### src/frame_resync.sv
// Frame resync handshake
`timescale 1ns/10ps

module frame_resync (
   input  logic pclk,
   input  logic i_rst_n,
   input  logic i_cfg_req,        // Toggles when new timing is stable
   input  logic i_flyback,        // Async, from the external source
   output logic o_cfg_ack,
   output logic o_vid_en,         // Releases the timing generator
   output logic o_flyback_fall
);

   localparam logic [1:0] st_idle = 2'd0;
   localparam logic [1:0] st_hold = 2'd1;
   localparam logic [1:0] st_wait = 2'd2;

   logic [1:0] req_sync;
   logic [2:0] fb_sync;           // Two sync flops plus last value
   logic [1:0] state;
   logic [1:0] hold_cnt;
   logic       req_pending;

   ////////////////////
   // Synchronisers

   always_ff @(posedge pclk or negedge i_rst_n) begin
      if (!i_rst_n) begin
         req_sync <= '0;
         fb_sync  <= '0;
      end else begin
         req_sync <= {req_sync[0], i_cfg_req};
         fb_sync  <= {fb_sync[1:0], i_flyback};
      end
   end

   assign req_pending    = req_sync[1] != o_cfg_ack;
   assign o_flyback_fall = fb_sync[2] & ~fb_sync[1];   // Flyback just ended

   ////////////////////
   // Resync sequence

   always_ff @(posedge pclk or negedge i_rst_n) begin
      if (!i_rst_n) begin
         state     <= st_idle;
         hold_cnt  <= '0;
         o_vid_en  <= 1'b0;      // Stays off until the host asks
         o_cfg_ack <= 1'b0;
      end else begin
         case (state)
            st_idle: begin
               if (req_pending) begin
                  state    <= st_hold;
                  hold_cnt <= 2'd3;
                  o_vid_en <= 1'b0;   // Generator reloads its marks
               end
            end
            st_hold: begin
               // Minimum off time, may miss a flyback and wait a frame
               if (hold_cnt != 2'd0)
                  hold_cnt <= hold_cnt - 2'd1;
               else
                  state <= st_wait;
            end
            st_wait: begin
               if (o_flyback_fall) begin
                  state     <= st_idle;
                  o_vid_en  <= 1'b1;
                  o_cfg_ack <= ~o_cfg_ack;   // Tell host we're locked
               end
            end
            default: state <= st_idle;
         endcase
      end
   end

   // Ack only ever moves together with the generator restart
   ack_with_start: assert property (@(posedge pclk) disable iff (!i_rst_n)
      $changed(o_cfg_ack) |-> $rose(o_vid_en));

endmodule

### config.mk
export PLATFORM = sky130hd
export DESIGN_NAME = frame_resync
export DESIGN_NICKNAME = d
export VERILOG_FILES = /design/src/frame_resync.sv
export SDC_FILE = /design/constraint.sdc
export NUM_CORES = 1
export LEC_CHECK = 0
export BUFFER_PORTS_ARGS = -buffer_cell sky130_fd_sc_hd__buf_2
export CORE_AREA = 2 2 39 41
export DETAILED_ROUTE_END_ITERATION = 6
export DIE_AREA = 0 0 41 43
export PLACE_DENSITY_LB_ADDON = 0.3
export SYNTH_ARGS = -nofsm -noshare
export SYNTH_HDL_FRONTEND = slang
export SYNTH_SLANG_ARGS = --single-unit
### constraint.sdc
create_clock -name pclk -period 1.5 [get_ports pclk]
set_input_delay 0.15 -clock pclk [delete_from_list [all_inputs] [get_ports pclk]]
set_output_delay 0.15 -clock pclk [all_outputs]
set_load 0.05 [all_outputs]
=== Word-level counts from Yosys, hierarchy flattened ===
Index checks and enable logic that the tools add are counted.

* Flip-flop bits (word level): 11
* Bits in latches: 0
* Bits in writable memories: 0
* Bits in read-only memories: 0
* Input bits: 4
* Output and inout port bits: 3
* Word-level logic and storage cells: 35
* Memories: 0

* Add/subtract/negate cells: 1
* Multipliers: 0
* Div/mod/pow operators: 0
* Order comparisons: 0
* Eq/ne operators: 7
* Shift-type cells: 0
* Multiplexer cells: 10
* Bitwise gates (word level): 3
* Reduce and logical (&&, ||, !) cells: 8

{| class="wikitable"
|+ Operators by type and width
! kind !! count
|-
| $mux W2 || 5
|-
| $reduce_and A3 Y1 || 3
|-
| $ne A2 B2 Y1 const B || 4
|-
| $pmux W2 S3 || 1
|-
| $reduce_bool A2 Y1 || 3
|-
| $pmux W2 S2 || 1
|-
| $eq A2 B1 Y1 const B || 1
|-
| $eq A2 B2 Y1 const B || 1
|-
| $logic_not A2 Y1 || 1
|-
| $mux W1 || 2
|-
| $not A1 Y1 || 2
|-
| $pmux W1 S2 || 1
|-
| $reduce_and A2 Y1 || 1
|-
| $sub A2 B1 Y2 const B || 1
|-
| $and A1 B1 Y1 || 1
|-
| $ne A1 B1 Y1 || 1
|}

=== Longest topological paths before layout ===
* Depth after elaboration: 4
* Depth in mapped cells: 5
* Mapped depth without buffers: 5

=== Worst setup path after synthesis ===
No wires, ideal clock.

* Kind: flip-flop to flip-flop
* From: reg fb_sync[1]
* To: reg o_cfg_ack
* Library setup time: 0.142 ns
* Arrival: 1.493 ns
* Data required time: 1.358 ns
* Path slack: -0.135 ns
* Stages on the path, launching flop included: 4
* Path buffers: 0
* Period minus slack after synthesis: 1.635 ns
* Cell sequence: dfrtp_1 -> nor2b_1 -> nand3_1 -> xnor2_1

* Word-level cells in the longest chain between the ends: 3

{| class="wikitable"
|+ Ends and longest elaborated chain
! what !! RTL line !! source
|-
| start: declaration || 19 || <nowiki>logic [2:0] fb_sync;</nowiki>
|-
| start signal: assignment || 33 || <nowiki>fb_sync <= {fb_sync[1:0], i_flyback};</nowiki>
|-
| $not A1 Y1 || 38 || <nowiki>assign o_flyback_fall = fb_sync[2] & ~fb_sync[1];</nowiki>
|-
| $and A1 B1 Y1 || 38 ||
|-
| via o_flyback_fall || 11 || <nowiki>output logic o_flyback_fall</nowiki>
|-
| $reduce_and A2 Y1 (no source line) || n/a ||
|-
| end signal: assignment || 69 || <nowiki>o_cfg_ack <= ~o_cfg_ack;</nowiki>
|-
| end: declaration || 9 || <nowiki>output logic o_cfg_ack,</nowiki>
|}

The timed path passes the listed nets, and every way through them passes these cells.
A chain may end at the register's enable or synchronous reset.

=== Worst setup path in the final report ===
* From: reg hold_cnt[0]
* To: reg hold_cnt[0]

* Word-level cells in the longest chain between the ends: 3
* Elaborated cells between the ends (all ways): 6
* Those cells by class: add/sub (1); eq/ne (1); mux (2); reduce/logical (2)

{| class="wikitable"
|+ Ends and longest elaborated chain
! what !! RTL line !! source
|-
| start: declaration || 21 || <nowiki>logic [1:0] hold_cnt;</nowiki>
|-
| start signal: assignment || 61 || <nowiki>hold_cnt <= hold_cnt - 2'd1;</nowiki>
|-
| $sub A2 B1 Y2 or $reduce_bool A2 Y1 (tied branches) || 61, 60 ||
|-
| $mux W2 or $ne A2 B2 Y1 (tied branches) || n/a ||
|-
| $pmux W2 S2 or $reduce_and A3 Y1 (tied branches) || n/a ||
|}

Several ways; a longest one is shown, not always the timed one. The select of a mux whose other input is x is not followed.

==> impl_metrics.ini <==
[critical_path]
required_ns = 1.66
worstRegToRegCells = 5
cp_cell_sequence = inv_1 -> ha_1 -> nor2_1 -> mux2i_1 -> o22a_2
end_kind = flop
rr_endpoint = hold_cnt[0]
slowest_stage = dfrtp_1
cp_max_fo = 5
startpoint_type = flop
crit_arrival_ns = 1.42
r2r_start = hold_cnt[0]
max_stage_delay_ns = 0.38
critical_path_buf_inv_count = 1
worst-setup-path-type = reg2reg
cp_top_family = flip-flops
rrSetupSlack_ns = 0.24

[sta]
maxSlewHeadroom_pct = 82.7
finalCritPeriodShare_pct = 84.3
final_max_slew_viol_count = 0
worstMarginPinSlew_ns = 0.257
rsz0062_at_grt = no
hold_violations = 0
setup_tns_ns = 0
clock_skew_ns = 0.000616
fin_crit_ns = 1.26
fmax_mhz = 791
setup_viol = 0

[grt]
overflow = 0
antenna_found_initial = 0
grt_pass1_wl_mm = 1.14
grt_pass1_vias = 266
track_usage_pct = 10.7
grt_max_degree = 12

[place]
gp_congestion = 0.691
portBuffers = 6
placed_cell_area_um2 = 465

[die]
start_util_pct = 29.8
row_count = 14
die_x_um = 41
ioPinCount = 7
die-area_um2 = 1760
fp.dieH_um = 43
core-area_um2 = 1380

[logic_synthesis]
synth_top_area_share_pct = 66.7
synth_top_area_cell = dfrtp_1
avgSynthCellArea_um2 = 13.3
yosysSeqAreaShare_pct = 66.7
syn_nets = 36
ys_types = 17
ys_ff_latch = 11
synthTopCellsByArea = dfrtp_1 67%, xnor2_1 4.2%, ha_1 3.0%
syn_inst = 31
yosysWarnings = 0
syn_area_um2 = 413

[detailed_routing]
antenna_left = 0
postRouteWirelength_um = 646
first_pass_iters = 4
drt_iter0_drc = 4
vias = 254
drc = 0
wl_per_cell_um = 10.8
viasPerCell = 4.23

[pwr]
p_per_area_nw_per_um2 = 2070
p_leak_nw = 0.257
peakVddDrop_mv = 0.894

[layout]
nets = 50
drive_above_1_share_pct = 27.3
antenna_cells = 0
fin_area_um2 = 522
final_cell_mix = 11 x dfrtp_1, 6 x buf_2, 3 x inv_1, 3 x clkbuf_4, 3 x dlygate4sd3_1
layout_commonest_cell = dfrtp_1
syn2layout_area_growth_pct = 26.4

[clocking]
cts_tree = yes
cts_root_buf = clkbuf_4
insertion_delay_ns = 0.26
cts_made_buffers = 3
cts_setup_buffers = 0
clockBufferDepth = 2
path_clk_slew_ns = 0.07
cts.sinks = 11
h-tree-depth = 1

[worst_hold_path]
hp-class = in2async

[run]
max_cap_viol_count = 0

[outcome]
status = completed
## routing by layer
layer  vias up  track usage [%]  part of all wire (%)
li1        130                -                     -
met2         6             14.1                    49
met4         0             12.0                   1.5
met5         -                0                     0
met3         2             3.14                   4.5
met1       116             12.3                    45
## how the worst max path moves through the flow
stage | depth (start not counted) | slack, ns | startpoint | to
after global placement | 5 | 0.34 | hold_cnt[0] | hold_cnt[0]
final | 5 | 0.24 | hold_cnt[0] | hold_cnt[0]
after floorplan | 3 | 0.18 | fb_sync[1] | o_cfg_ack
after CTS | 5 | 0.24 | hold_cnt[0] | hold_cnt[0]
after detailed placement | 5 | 0.24 | hold_cnt[0] | hold_cnt[0]
after global routing | 5 | 0.13 | hold_cnt[0] | hold_cnt[0]
## what timing repair did
action | in CTS | in global routing
hold buffers | 3 | 0
gates resized for setup | 0 | 0
endpoints found under the hold margin | 13 | 0
## cell usage after synthesis
cell type / instances
a21boi_1: 1
nand3_1: 1
nand3b_1: 1
mux2i_1: 1
o31ai_1: 1
nand2_1: 2
nor2b_1: 1
inv_1: 3
dfrtp_1: 11
a22o_1: 1
a21oi_2: 1
nor2_1: 1
a2bb2oi_1: 1
ha_1: 1
o21ai_0: 1
xnor2_1: 2
o22a_2: 1
## logic make-up (layout without fill, tap and decap cells)
logic type      Yosys count  count (layout)  share of synthesized area [%]
xor+xnor                  2               2                           4.24
simple gates              6               6                           7.27
compound gates            7               7                           13.6
mux                       1               1                           2.42
buf+inv                   3              16                           2.73
fa+ha+maj                 1               1                           3.03
flops                    11              11                           66.7
## layout make-up
class / instances / area (µm²)
Fill cell: 130 / 862
Clock buffer: 4 / 26.3
Sequential cell: 11 / 275
Tap cell: 16 / 20.0
Timing Repair Buffer: 9 / 60.1
Inverter: 3 / 11.3
Multi-Input combinational cell: 17 / 129
## through the flow
stage | hold WS [ns] | power [mW] | utilization, % | setup WS (ns) | std cells
floorplan | -0.146 | 0.787 | - | 0.176 | 31
global placement | 0.0198 | 0.856 | 33.6 | 0.340 | 53
detailed placement | 0.0264 | 0.885 | 33.6 | 0.241 | 53
CTS | 0.266 | 1.09 | 37.7 | 0.241 | 60
global route | 0.267 | 1.17 | 37.7 | 0.133 | 60
finish | 0.262 | 1.08 | 37.7 | 0.235 | 60
## power breakdown
part,leakage (nW),switching (mW),internal [mW],total (mW)
Clock,0.0150,0.0914,0.103,0.194
Sequential,0.131,0.0759,0.382,0.458
Combinational,0.111,0.244,0.182,0.427
Total,0.257,0.412,0.667,1.08
## registers in the layout, summed over array words and instances, names as in the netlist
name	flops
fb_sync	3
hold_cnt	2
req_sync	2
state	2
o_cfg_ack	1
o_vid_en	1
No activity file was read; power rests on OpenSTA's default activity.
