**config.mk**
```make
export PLATFORM = sky130hd
export DESIGN_NAME = pixel_path
export DESIGN_NICKNAME = d
export VERILOG_FILES = /design/src/vid_pkg.sv /design/src/pixel_path.sv
export VERILOG_INCLUDE_DIRS = /design/src /design/src/include
export SDC_FILE = /design/constraint.sdc
export NUM_CORES = 1
export LEC_CHECK = 0
export ABC_AREA = 1
export BUFFER_PORTS_ARGS = -buffer_cell sky130_fd_sc_hd__buf_2
export CORE_MARGIN = 2
export CORE_UTILIZATION = 53
export DETAILED_ROUTE_END_ITERATION = 10
export PLACE_DENSITY = 0.91
export RECOVER_POWER = 50
export SETUP_SLACK_MARGIN = 0.3
export SYNTH_ARGS = -nofsm -noshare
export SYNTH_HDL_FRONTEND = slang
export SYNTH_SLANG_ARGS = --single-unit
```
**constraint.sdc**
```tcl
create_clock -name pclk -period 3.6 [get_ports pclk]
set_clock_uncertainty 0.1 [all_clocks]
set_input_delay 0.54 -clock pclk [delete_from_list [all_inputs] [get_ports pclk]]
set_output_delay 0.54 -clock pclk [all_outputs]
set_load 0.02 [all_outputs]
```
**src/include/vid_params.svh**
```systemverilog
// Video core parameters
`ifndef VID_PARAMS_SVH
`define VID_PARAMS_SVH

// Pixel/line counters and every timing field
`define VID_CTR_W 11

// Line buffer address, top bit picks the buffer
`define VID_LB_AW 9

// DMA and line-buffer word
`define VID_WORD_W 32

// Palette entry, 4 bits each of R, G, B
`define VID_COL_W 12
`define VID_PAL_N 16

// Output channel
`define VID_OUT_W 8

// Stage 0 to output port latency
`define VID_PIPE 4

`endif

```
**src/vid_pkg.sv**
```systemverilog
// Video core shared types
`include "vid_params.svh"

package vid_pkg;

   // One line-buffer word seen at each pixel depth
   // Pixel 0 always sits in the least significant bits
   typedef union packed {
      logic [`VID_WORD_W-1:0]          pix1;   // 32 pixels at 1 bpp
      logic [`VID_WORD_W/2-1:0][1:0]   pix2;   // 16 pixels at 2 bpp
      logic [`VID_WORD_W/4-1:0][3:0]   pix4;   // 8 pixels at 4 bpp
   } lb_word_u;

endpackage

```
**src/pixel_path.sv**
```systemverilog
// Pixel lookup and output pipeline
`timescale 1ns/10ps
`include "vid_params.svh"

module pixel_path import vid_pkg::*; (
   input  logic                             pclk,
   input  logic                             i_rst_n,
   input  lb_word_u                         i_rdata,       // Stage 1
   input  logic [`VID_CTR_W-1:0]            i_dispx,       // Stage 0 from here on
   input  logic [`VID_CTR_W-1:0]            i_dispy,
   input  logic [1:0]                       i_bpp,
   input  logic                             i_hsync,
   input  logic                             i_vsync,
   input  logic                             i_de,
   input  logic [`VID_PAL_N*`VID_COL_W-1:0] i_palette,
   input  logic                             i_test_card,
   output logic [`VID_OUT_W-1:0]            o_r,
   output logic [`VID_OUT_W-1:0]            o_g,
   output logic [`VID_OUT_W-1:0]            o_b,
   output logic                             o_hsync,
   output logic                             o_vsync,
   output logic                             o_de,
   output logic                             o_blank
);

   logic [`VID_PIPE-1:0]    hs_d;        // Bit 0 is stage 1
   logic [`VID_PIPE-1:0]    vs_d;
   logic [`VID_PIPE-1:0]    de_d;
   logic                    blank_q;
   logic [`VID_CTR_W-1:0]   dispx_1;
   logic [`VID_CTR_W-1:0]   dispy_1;
   logic [1:0]              bpp_1;
   logic [3:0]              pix_sel;
   logic [3:0]              pix_2;
   logic [`VID_COL_W-1:0]   col_3;
   logic [`VID_CTR_W-1:0]   row_max;     // Latest active row this frame
   logic [`VID_CTR_W-1:0]   last_row;    // Bottom row of the previous frame
   logic                    stripe;
   logic [3*`VID_OUT_W-1:0] tc_2;        // {b, g, r}
   logic [3*`VID_OUT_W-1:0] tc_3;

   // 4 bit channel to 8, top bit fills the low nibble
   function automatic logic [`VID_OUT_W-1:0] expand4(input logic [3:0] nib);
      expand4 = {nib, {4{nib[3]}}};
   endfunction

   ////////////////////
   // Sync delay line

   always_ff @(posedge pclk or negedge i_rst_n) begin
      if (!i_rst_n) begin
         hs_d     <= '0;
         vs_d     <= '0;
         de_d     <= '0;
         blank_q  <= 1'b1;
         row_max  <= '0;
         last_row <= '1;                                // No bottom stripe yet
      end else begin
         hs_d    <= {hs_d[`VID_PIPE-2:0], i_hsync};
         vs_d    <= {vs_d[`VID_PIPE-2:0], i_vsync};
         de_d    <= {de_d[`VID_PIPE-2:0], i_de};
         blank_q <= ~de_d[`VID_PIPE-2];                 // Lands with o_de
         if (de_d[0])
            row_max <= dispy_1;
         if (i_vsync && !vs_d[0])
            last_row <= row_max;                        // Learned per frame
      end
   end

   ////////////////////
   // Pixel and colour

   // Pick the pixel through the view matching the depth
   always_comb begin
      case (bpp_1)
         2'd0:    pix_sel = {3'b000, i_rdata.pix1[dispx_1[4:0]]};
         2'd1:    pix_sel = {2'b00, i_rdata.pix2[dispx_1[3:0]]};
         default: pix_sel = i_rdata.pix4[dispx_1[2:0]];
      endcase
   end

   // First/last column and row, stage 0 de low means last pixel
   assign stripe = (dispx_1 == '0) | ~i_de | (dispy_1 == '0) | (dispy_1 == last_row);

   always_ff @(posedge pclk) begin
      dispx_1 <= i_dispx;                               // Stage 1
      dispy_1 <= i_dispy;
      bpp_1   <= i_bpp;
      pix_2   <= pix_sel;                               // Stage 2
      tc_2    <= {dispx_1[8:1] ^ dispy_1[8:1], dispy_1[7:0], dispx_1[7:0]}
                 | {3*`VID_OUT_W{stripe}};
      col_3   <= i_palette[pix_2*`VID_COL_W +: `VID_COL_W];   // Stage 3
      tc_3    <= tc_2;
   end

   ////////////////////
   // Output stage

   always_ff @(posedge pclk or negedge i_rst_n) begin
      if (!i_rst_n) begin
         o_r <= '0;
         o_g <= '0;
         o_b <= '0;
      end else begin
         o_r <= i_test_card ? tc_3[0 +: `VID_OUT_W] : expand4(col_3[3:0]);
         o_g <= i_test_card ? tc_3[`VID_OUT_W +: `VID_OUT_W] : expand4(col_3[7:4]);
         o_b <= i_test_card ? tc_3[2*`VID_OUT_W +: `VID_OUT_W] : expand4(col_3[11:8]);
      end
   end

   assign o_hsync = hs_d[`VID_PIPE-1];
   assign o_vsync = vs_d[`VID_PIPE-1];
   assign o_de    = de_d[`VID_PIPE-1];
   assign o_blank = blank_q;

endmodule

```
* After elaboration in Yosys (flattened, before gate mapping)
Cells that the tools add are included. W data, S select, Z words.
Storage, ports and cells: flip-flop bits (word level) 147, memory bits (read-only) 0, memories 0, word-level logic and storage cells 45, output and inout port bits 28, bits in writable memories 0, bits in latches 0, input bits 254
Cells by class: equal/unequal tests 2, reductions and logical operators 5, muxes and demuxes 10, add/sub/neg operators 0, bitwise gates (word level) 7, div/mod/pow operators 0, $lt $le $gt $ge 3, shifts and indexed selects 1, multiply operators 1
Operators with widths (number):
- $shiftx A192 B9 Y12 | 1
- $mux W8 | 3
- $or A24 B24 Y24 | 1
- $logic_not A11 Y1 | 2
- $bmux W4 S3 | 1
- $eq A11 B11 Y1 | 1
- $bmux W2 S4 | 1
- $pmux W4 S2 | 1
- $xor A8 B8 Y8 | 1
- $lt A5 B6 Y1 const B | 1
- $mul A4 B2 Y6 const B | 1
- $bmux W1 S5 | 1
- $lt A4 B5 Y1 const B | 1
- $lt A3 B4 Y1 const B | 1
- $mux W4 | 1
- $or A1 B1 Y1 | 3
- $eq A2 B1 Y1 const B | 1
- $logic_not A2 Y1 | 1
- $mux W2 | 1
- $not A1 Y1 | 2
- $logic_and A1 B1 Y1 | 1
- $logic_not A1 Y1 | 1
- $mux W1 | 1

* Logic depth before layout (Yosys ltp)
Gate-level depths: netlist of run 1.
word-level depth 5, depth in mapped cells 11, gate-level depth less buffers 11

* Least setup slack after synthesis of run 1
Ideal clock, no wire load.
path type register -> register, start point register last_row[8], end point register tc_2[7], stages on the path, launching flop included 6, setup slack 2.176 ns, clock period less this slack 1.424 ns, arrival time 1.263 ns, path buffers 1, library setup time 0.062 ns, required time 3.438 ns, path through dfstp_2 -> nor2_1 -> nor4_1 -> nand3_2 -> buf_6 -> nand3_1
On the way: cells in the longest elaborated chain, start to end 3
Ends and longest elaborated chain:
- from (decl) | line pixel_path.sv:37 | logic [`VID_CTR_W-1:0] last_row;
- from (signal assigned) | line pixel_path.sv:66 | last_row <= row_max;
- $eq A11 B11 Y1 | line pixel_path.sv:83 | assign stripe = (dispx_1 == '0) | ~i_de | (dispy_1 == '0) | (dispy_1 == last_row);
- $or A1 B1 Y1 | line pixel_path.sv:83
- $or A24 B24 Y24 | line pixel_path.sv:90 | tc_2 <= {dispx_1[8:1] ^ dispy_1[8:1], dispy_1[7:0], dispx_1[7:0]}
- to (signal assigned) | line pixel_path.sv:90
- to (decl) | line pixel_path.sv:39 | logic [3*`VID_OUT_W-1:0] tc_2;
No other way between the ends. A chain may end at the register's enable or synchronous reset.

* Worst setup path after layout of run 1
start point register pix_2[0], end point register col_3[1]
On the way: cells in the longest elaborated chain, start to end 2
Ends and longest elaborated chain:
- from (decl) | line pixel_path.sv:34 | logic [3:0] pix_2;
- from (signal assigned) | line pixel_path.sv:89 | pix_2 <= pix_sel;
- $mul A4 B2 Y6 (no source line)
- $shiftx A192 B9 Y12 | line pixel_path.sv:92 | col_3 <= i_palette[pix_2*`VID_COL_W +: `VID_COL_W];
- to (signal assigned) | line pixel_path.sv:92
- to (decl) | line pixel_path.sv:35 | logic [`VID_COL_W-1:0] col_3;
No other way between the ends.

==> results of run 1 <==
power by group through the flow:
stage	logic (mW)	registers (mW)	clock network, mW
global route	0.946	1.97	1.85
global placement	0.822	1.97	0
finish	0.857	1.95	1.76
floorplan	0.543	1.94	0
CTS	0.853	1.95	1.77
detailed placement	0.842	1.98	0
worst max-delay path, cell delays in order (launching register included):
cell	delay [ns]
dfxtp_4	0.98
buf_4	0.46
a21oi_1	0.11
o21ai_0	0.14
o211ai_1	0.15
o211ai_1	0.11
nand2_1	0.07
cells in the final DEF (no fill, tap or decap), types with 2 or more instances in the layout:
master      synthesis  layout
buf_2              16     278
nand2_1           174     174
nand3_1            92      92
o21ai_0            91      91
dfxtp_1            88      86
inv_1              84      84
a21oi_1            51      51
o211ai_1           49      49
mux2i_1            48      48
dfrtp_1            47      47
clkbuf_16           0      17
dfstp_2            12      12
xnor2_1            10      10
nor2_1              8       8
xor2_1              8       8
buf_4               3       8
clkbuf_1           25       7
nand3_2             6       6
nand4_1             4       4
nor3_1              3       3
clkinvlp_4          0       3
inv_6               0       3
o21ai_1             2       2
inv_2               2       2
clkinv_4            0       2
bufinv_16           0       2
inv_8               0       2
Yosys cell counts:
cell type | instances | area share
buf_6 | 9 | 0.015
a21oi_1 | 51 | 0.037
xor2_1 | 8 | 0.010
xnor2_1 | 10 | 0.013
a221oi_1 | 1 | 0.0013
o211ai_1 | 49 | 0.053
nor4_1 | 1 | 0.00090
buf_1 | 2 | 0.0011
nand3_2 | 6 | 0.0086
nand3_1 | 92 | 0.066
inv_2 | 2 | 0.0011
inv_4 | 1 | 0.00090
nor3_1 | 3 | 0.0022
a21oi_4 | 1 | 0.0023
nor2_1 | 8 | 0.0043
dfrtp_1 | 47 | 0.17
mux2i_1 | 48 | 0.069
clkbuf_1 | 25 | 0.013
o21ai_0 | 91 | 0.065
buf_4 | 3 | 0.0032
buf_8 | 3 | 0.0065
o21ai_1 | 2 | 0.0014
nand4_1 | 4 | 0.0036
nor4_2 | 1 | 0.0018
o21ai_2 | 1 | 0.0013
buf_2 | 16 | 0.012
inv_1 | 84 | 0.045
nand2_1 | 174 | 0.094
dfstp_2 | 12 | 0.045
dfxtp_1 | 88 | 0.25
area by class of cell:
cell class,count,area share
Timing Repair Buffer,291,0.165
Sequential cell,147,0.366
Clock buffer,20,0.0502
Multi-Input combinational cell,551,0.340
Tap cell,172,0.0242
Clock inverter,12,0.0167
Inverter,87,0.0370
registers in the layout, summed over array words and instances (netlist names):
name and cells:
bpp_1 2, col_3 12, de_d 4, dispx_1 11, dispy_1 11, hs_d 4, last_row 11, o_b 8
o_blank 1, o_g 8, o_r 8, pix_2 4, row_max 11, tc_2 24, tc_3 24, vs_d 4
worst paths after layout:
kind	depth (start not counted)	slack, ns	end
min in group asynchronous	1	0.52	vs_d[0]
max	6	1.34	col_3[1]
max in group asynchronous	2	1.47	o_r[2]
max reg2reg	6	1.34	col_3[1]
min reg2reg	0	0.22	tc_3[16]
min	1	0.13	dispy_1[8]
metrics by stage:
stage | area (um2) | utilization | worst slack (ns) | cells | power, mW
global route | 8890 | 0.699 | 1.09 | 1280 | 4.76
global placement | 8310 | 0.653 | 1.46 | 1248 | 2.79
floorplan | 6960 | - | 2.18 | 843 | 2.49
finish | 8890 | 0.699 | 1.34 | 1280 | 4.57
detailed placement | 8310 | 0.653 | 1.41 | 1248 | 2.82
CTS | 8900 | 0.700 | 1.39 | 1280 | 4.58
logic make-up after synthesis:
family / after synthesis / share of synthesized area
buffers and inverters: 145 / 0.0977
flip-flops: 147 / 0.468
AO/OA/AOI/OAI: 196 / 0.161
multiplexers: 48 / 0.0691
AND/OR/NAND/NOR: 289 / 0.182
XOR/XNOR: 18 / 0.0227
per-layer routing:
layer | track usage | vias up | routed length (um) | part of all wire
met3 | 0.0714 | 70 | 1920 | 0.086
met4 | 0.140 | 0 | 908 | 0.040
met2 | 0.533 | 393 | 11100 | 0.49
li1 | - | 3326 | - | -
met5 | 0 | - | 0 | 0
met1 | 0.382 | 3141 | 8510 | 0.38
==> results.cfg, run 1 <==
[worst_setup_path]
crit_start = pix_2[0]
path_class = reg2reg
rr_startpoint = pix_2[0]
worst-path-max-fanout = 88
arrival_ns = 2.45
cp-end-kind = flop
critPathLaunchType = flop
crit_required_ns = 3.80

[timing]
finalSetupViolations = 0
timing.final.crit_share = 0.627
finalCriticalPeriod_ns = 2.26
slew_headroom = -0.223
rsz0062_at_grt = no
drv_slew = 36
hold_viol = 0
hold_ws_ns = 0.126
max_freq_ghz = 0.443
worst_pin_slew_ns = 1.83
fin_tns_setup_ns = 0

[hold_path]
min_from = i_dispy[8]
hp-class = in2reg

[power]
p_sw_frac = 0.294
peakVddDrop_v = 0.000316
power_frac_seq = 0.427
pwr_density_cell_mw_per_mm2 = 514
power.internal_mw = 3.23
p_sw_mw = 1.34
pwr-share-clk = 0.385
p_comb_frac = 0.187
p_leak_nw = 4.51

[global_routing]
antenna_found_initial = 0
track_usage = 0.315
grt_pass1_wl_mm = 34.5
grt_pass1_vias = 6730
grt.overflow.total = 0
grt_max_degree = 89

[placed_design]
gp_congestion = 0.985
hpwl_mm = 16.9
io_buffers = 281

[drt]
viasPerCell = 5.41
drt-wirelength-per-cell_um = 17.5
dr.pass1.iters = 6
first_iter_violations = 584
vias = 6930
postRouteWirelength_mm = 22.4
route.detailed.drc = 0
ant_nets = 0

[cts]
clk_latency_ns = 0.41
clockBufferDepth = 2
clock_sinks = 147
cts_made_buffers = 17
cts_tree = yes
post_cts_resize_count = 0
root_buffer = clkbuf_16
cts_hold_buf = 0
clk_pin_slew_worst_paths_ns = 0.06
htreeDepth = 4
post-cts-setup-buffers = 0

[floorplan]
die_h_um = 119
io_pins = 282
placementRows = 41
fp.dieW_um = 119
start_util = 0.547
fp.dieArea_mm2 = 0.0141
design.core.area_mm2 = 0.0127

[synth]
yosysUniqueCellTypes = 30
syn_inst = 843
syn_area_per_cell_um2 = 8.25
synth_nets = 1097
synth_seq_cells = 147
yosysSeqAreaShare = 0.468
syn_area_mm2 = 0.00696
synth_warnings = 0

[run]
maxCapViolCount = 1

[run_status]
violations = capacitance limit, slew limit
status = complete, but fails checks

[finish]
ff_latch_area_mm2 = 0.00326
num_antenna_cells = 0
drive_gt1_frac = 0.309
syn_to_final_growth_pct = 27.8
num-fill-cells = 1052
fin_nets = 1349
multi_input_area_mm2 = 0.00302
Note: power is estimated with default switching activity, not from simulation.
==> run 2, diff against run 1 <==
--- a/config.mk
+++ b/config.mk
@@ -9,9 +9,9 @@
 export ABC_AREA = 1
 export BUFFER_PORTS_ARGS = -buffer_cell sky130_fd_sc_hd__buf_2
 export CORE_MARGIN = 2
-export CORE_UTILIZATION = 53
+export CORE_UTILIZATION = 49
 export DETAILED_ROUTE_END_ITERATION = 10
-export PLACE_DENSITY = 0.91
+export PLACE_DENSITY = 0.85
 export RECOVER_POWER = 50
 export SETUP_SLACK_MARGIN = 0.3
 export SYNTH_ARGS = -nofsm -noshare
==> constraint.sdc (replaced) <==
create_clock -name pclk -period 2.4 [get_ports pclk]
set_clock_uncertainty 0.1 [all_clocks]
set_input_delay 0.36 -clock pclk [delete_from_list [all_inputs] [get_ports pclk]]
set_output_delay 0.36 -clock pclk [all_outputs]
set_load 0.02 [all_outputs]
==> results.cfg, run 2 (synthesis results as in run 1) <==
[timing]
finalCriticalPeriod_ns = 1.97
max_freq_ghz = 0.506
finalSetupViolations = 0
worst_pin_slew_ns = 1.39
timing.final.crit_share = 0.823
rsz0062_at_grt = no
slew_headroom = 0.0716
fin_tns_setup_ns = 0
drv_slew = 0
hold_viol = 0

[cts]
clockBufferDepth = 2
root_buffer = clkbuf_16
clk_pin_slew_worst_paths_ns = 0.06
clock_sinks = 147
cts_tree = yes
clk_latency_ns = 0.41
cts_made_buffers = 17
htreeDepth = 4
post_cts_resize_count = 0

[worst_setup_path]
arrival_ns = 2.18
critPathMaxStageDelay_ns = 0.63
crit_required_ns = 2.60
slowest_stage = dfxtp_4
critPathLaunchType = flop
cpMostUsedCell = o21ai_0
path_buf_inv = 1
cp_cell_sequence = buf_4 > a21oi_1 > o21ai_0 > o21ai_0 > o211ai_1 > nand2_1
path_class = reg2reg
cp-end-kind = flop
critical_path.top_delay_family = compound AO/OA/AOI/OAI gates
worst-path-max-fanout = 29

[floorplan]
io_pins = 282
placementRows = 43
design.core.area_mm2 = 0.0139
die_h_um = 123
fp.dieW_um = 123
fp.dieArea_mm2 = 0.0152
start_util = 0.501

[hold_path]
hp-class = in2reg

[finish]
layout_common_cells = buf_2 (281), nand2_1 (174), nand3_1 (92), o21ai_0 (91), dfxtp_1 (86)
num_antenna_cells = 0
syn_to_final_growth_pct = 33.5
drive_gt1_frac = 0.311
fin_nets = 1381
final_common_cell = buf_2
stdcell_area_mm2 = 0.00929
top_regs = tc_2 (24), tc_3 (24), col_3 (12)

[run]
maxCapViolCount = 0

[drt]
postRouteWirelength_mm = 22.0
dr.pass1.iters = 5
ant_nets = 0
viasPerCell = 5.26
drt-wirelength-per-cell_um = 16.7
route.detailed.drc = 0
vias = 6939
first_iter_violations = 584

[placed_design]
hpwl_mm = 16.3
place_area_mm2 = 0.00836
io_buffers = 281
gp_congestion = 0.939

[global_routing]
grt.overflow.total = 0
antenna_found_initial = 0
grt_pass1_vias = 6383
grt_pass1_wl_mm = 32.1
track_usage = 0.281
grt_max_degree = 60

[run_status]
status = completed

[power]
peakVddDrop_v = 0.000731
finalPower_mw = 7.03
pwr_density_cell_mw_per_mm2 = 757
p_leak_nw = 4.71
run 2: cell types whose count changed in the layout (fill, tap and decap cells not counted), moves of 2 or more:
cell / before / now
clkbuf_16: 17 / 19
buf_4: 8 / 12
dlygate4sd3_1: 0 / 27
clkinvlp_4: 3 / 1
buf_2: 278 / 281
clkbuf_1: 7 / 0
inv_8: 2 / 4
run 2: worst min-delay path, stage by stage:
cell      delay [ns]
buf_2           0.11
a221oi_1        0.08
nor2_1          0.13
run 2: area by class of cell:
type	count	area, um2
fillers	1139	4590
flip-flops and latches	147	3260
clock inverters	13	159
multi-input cells	551	3020
well taps	180	225
inverters	87	329
repair buffers	323	1820
clock buffers	19	475
run 2: what timing repair did:
| item | CTS | global route |
|---|---|---|
| endpoints found under the hold margin | 27 | 0 |
| endpoints found under the setup margin | 0 | 1 |
| setup buffers | 0 | 1 |
| hold buffers | 27 | 0 |
run 2: per-stage QoR:
step / utilization / hold WS [ns] / std cells / worst slack (ns)
2_1_floorplan: - / -0.0356 / 843 / 0.976
3_3_place_gp: 0.602 / 0.211 / 1260 / 0.375
3_5_place_dp: 0.602 / 0.212 / 1260 / 0.332
4_1_cts: 0.667 / 0.00189 / 1319 / 0.311
5_1_grt: 0.669 / 0.216 / 1320 / 0.303
6_report: 0.669 / 0.215 / 1320 / 0.426
run 2: path summary, 6_finish.rpt:
| check | end | from | cells after the start | slack (ns) |
|---|---|---|---|---|
| min | pix_2[3] | i_rdata[3] | 3 | 0.22 |
| max in group asynchronous | o_b[5] | i_rst_n | 2 | 1.11 |
| max reg2reg | col_3[0] | pix_2[0] | 6 | 0.43 |
| min in group asynchronous | row_max[1] | i_rst_n | 2 | 0.23 |
| min reg2reg | tc_3[18] | tc_2[18] | 0 | 0.23 |
| max | col_3[0] | pix_2[0] | 6 | 0.43 |
run 2: metal layers:
metal  GRT usage  wire [um]
met1       0.363       8740
met2       0.467      10800
met5           0          0
met4      0.0838        421
met3      0.0683       2040
run 2: report_power, final:
group	internal, mW	switching, mW
logic	0.592	0.803
clock network	1.69	1.08
registers	2.72	0.144
total	5.00	2.03
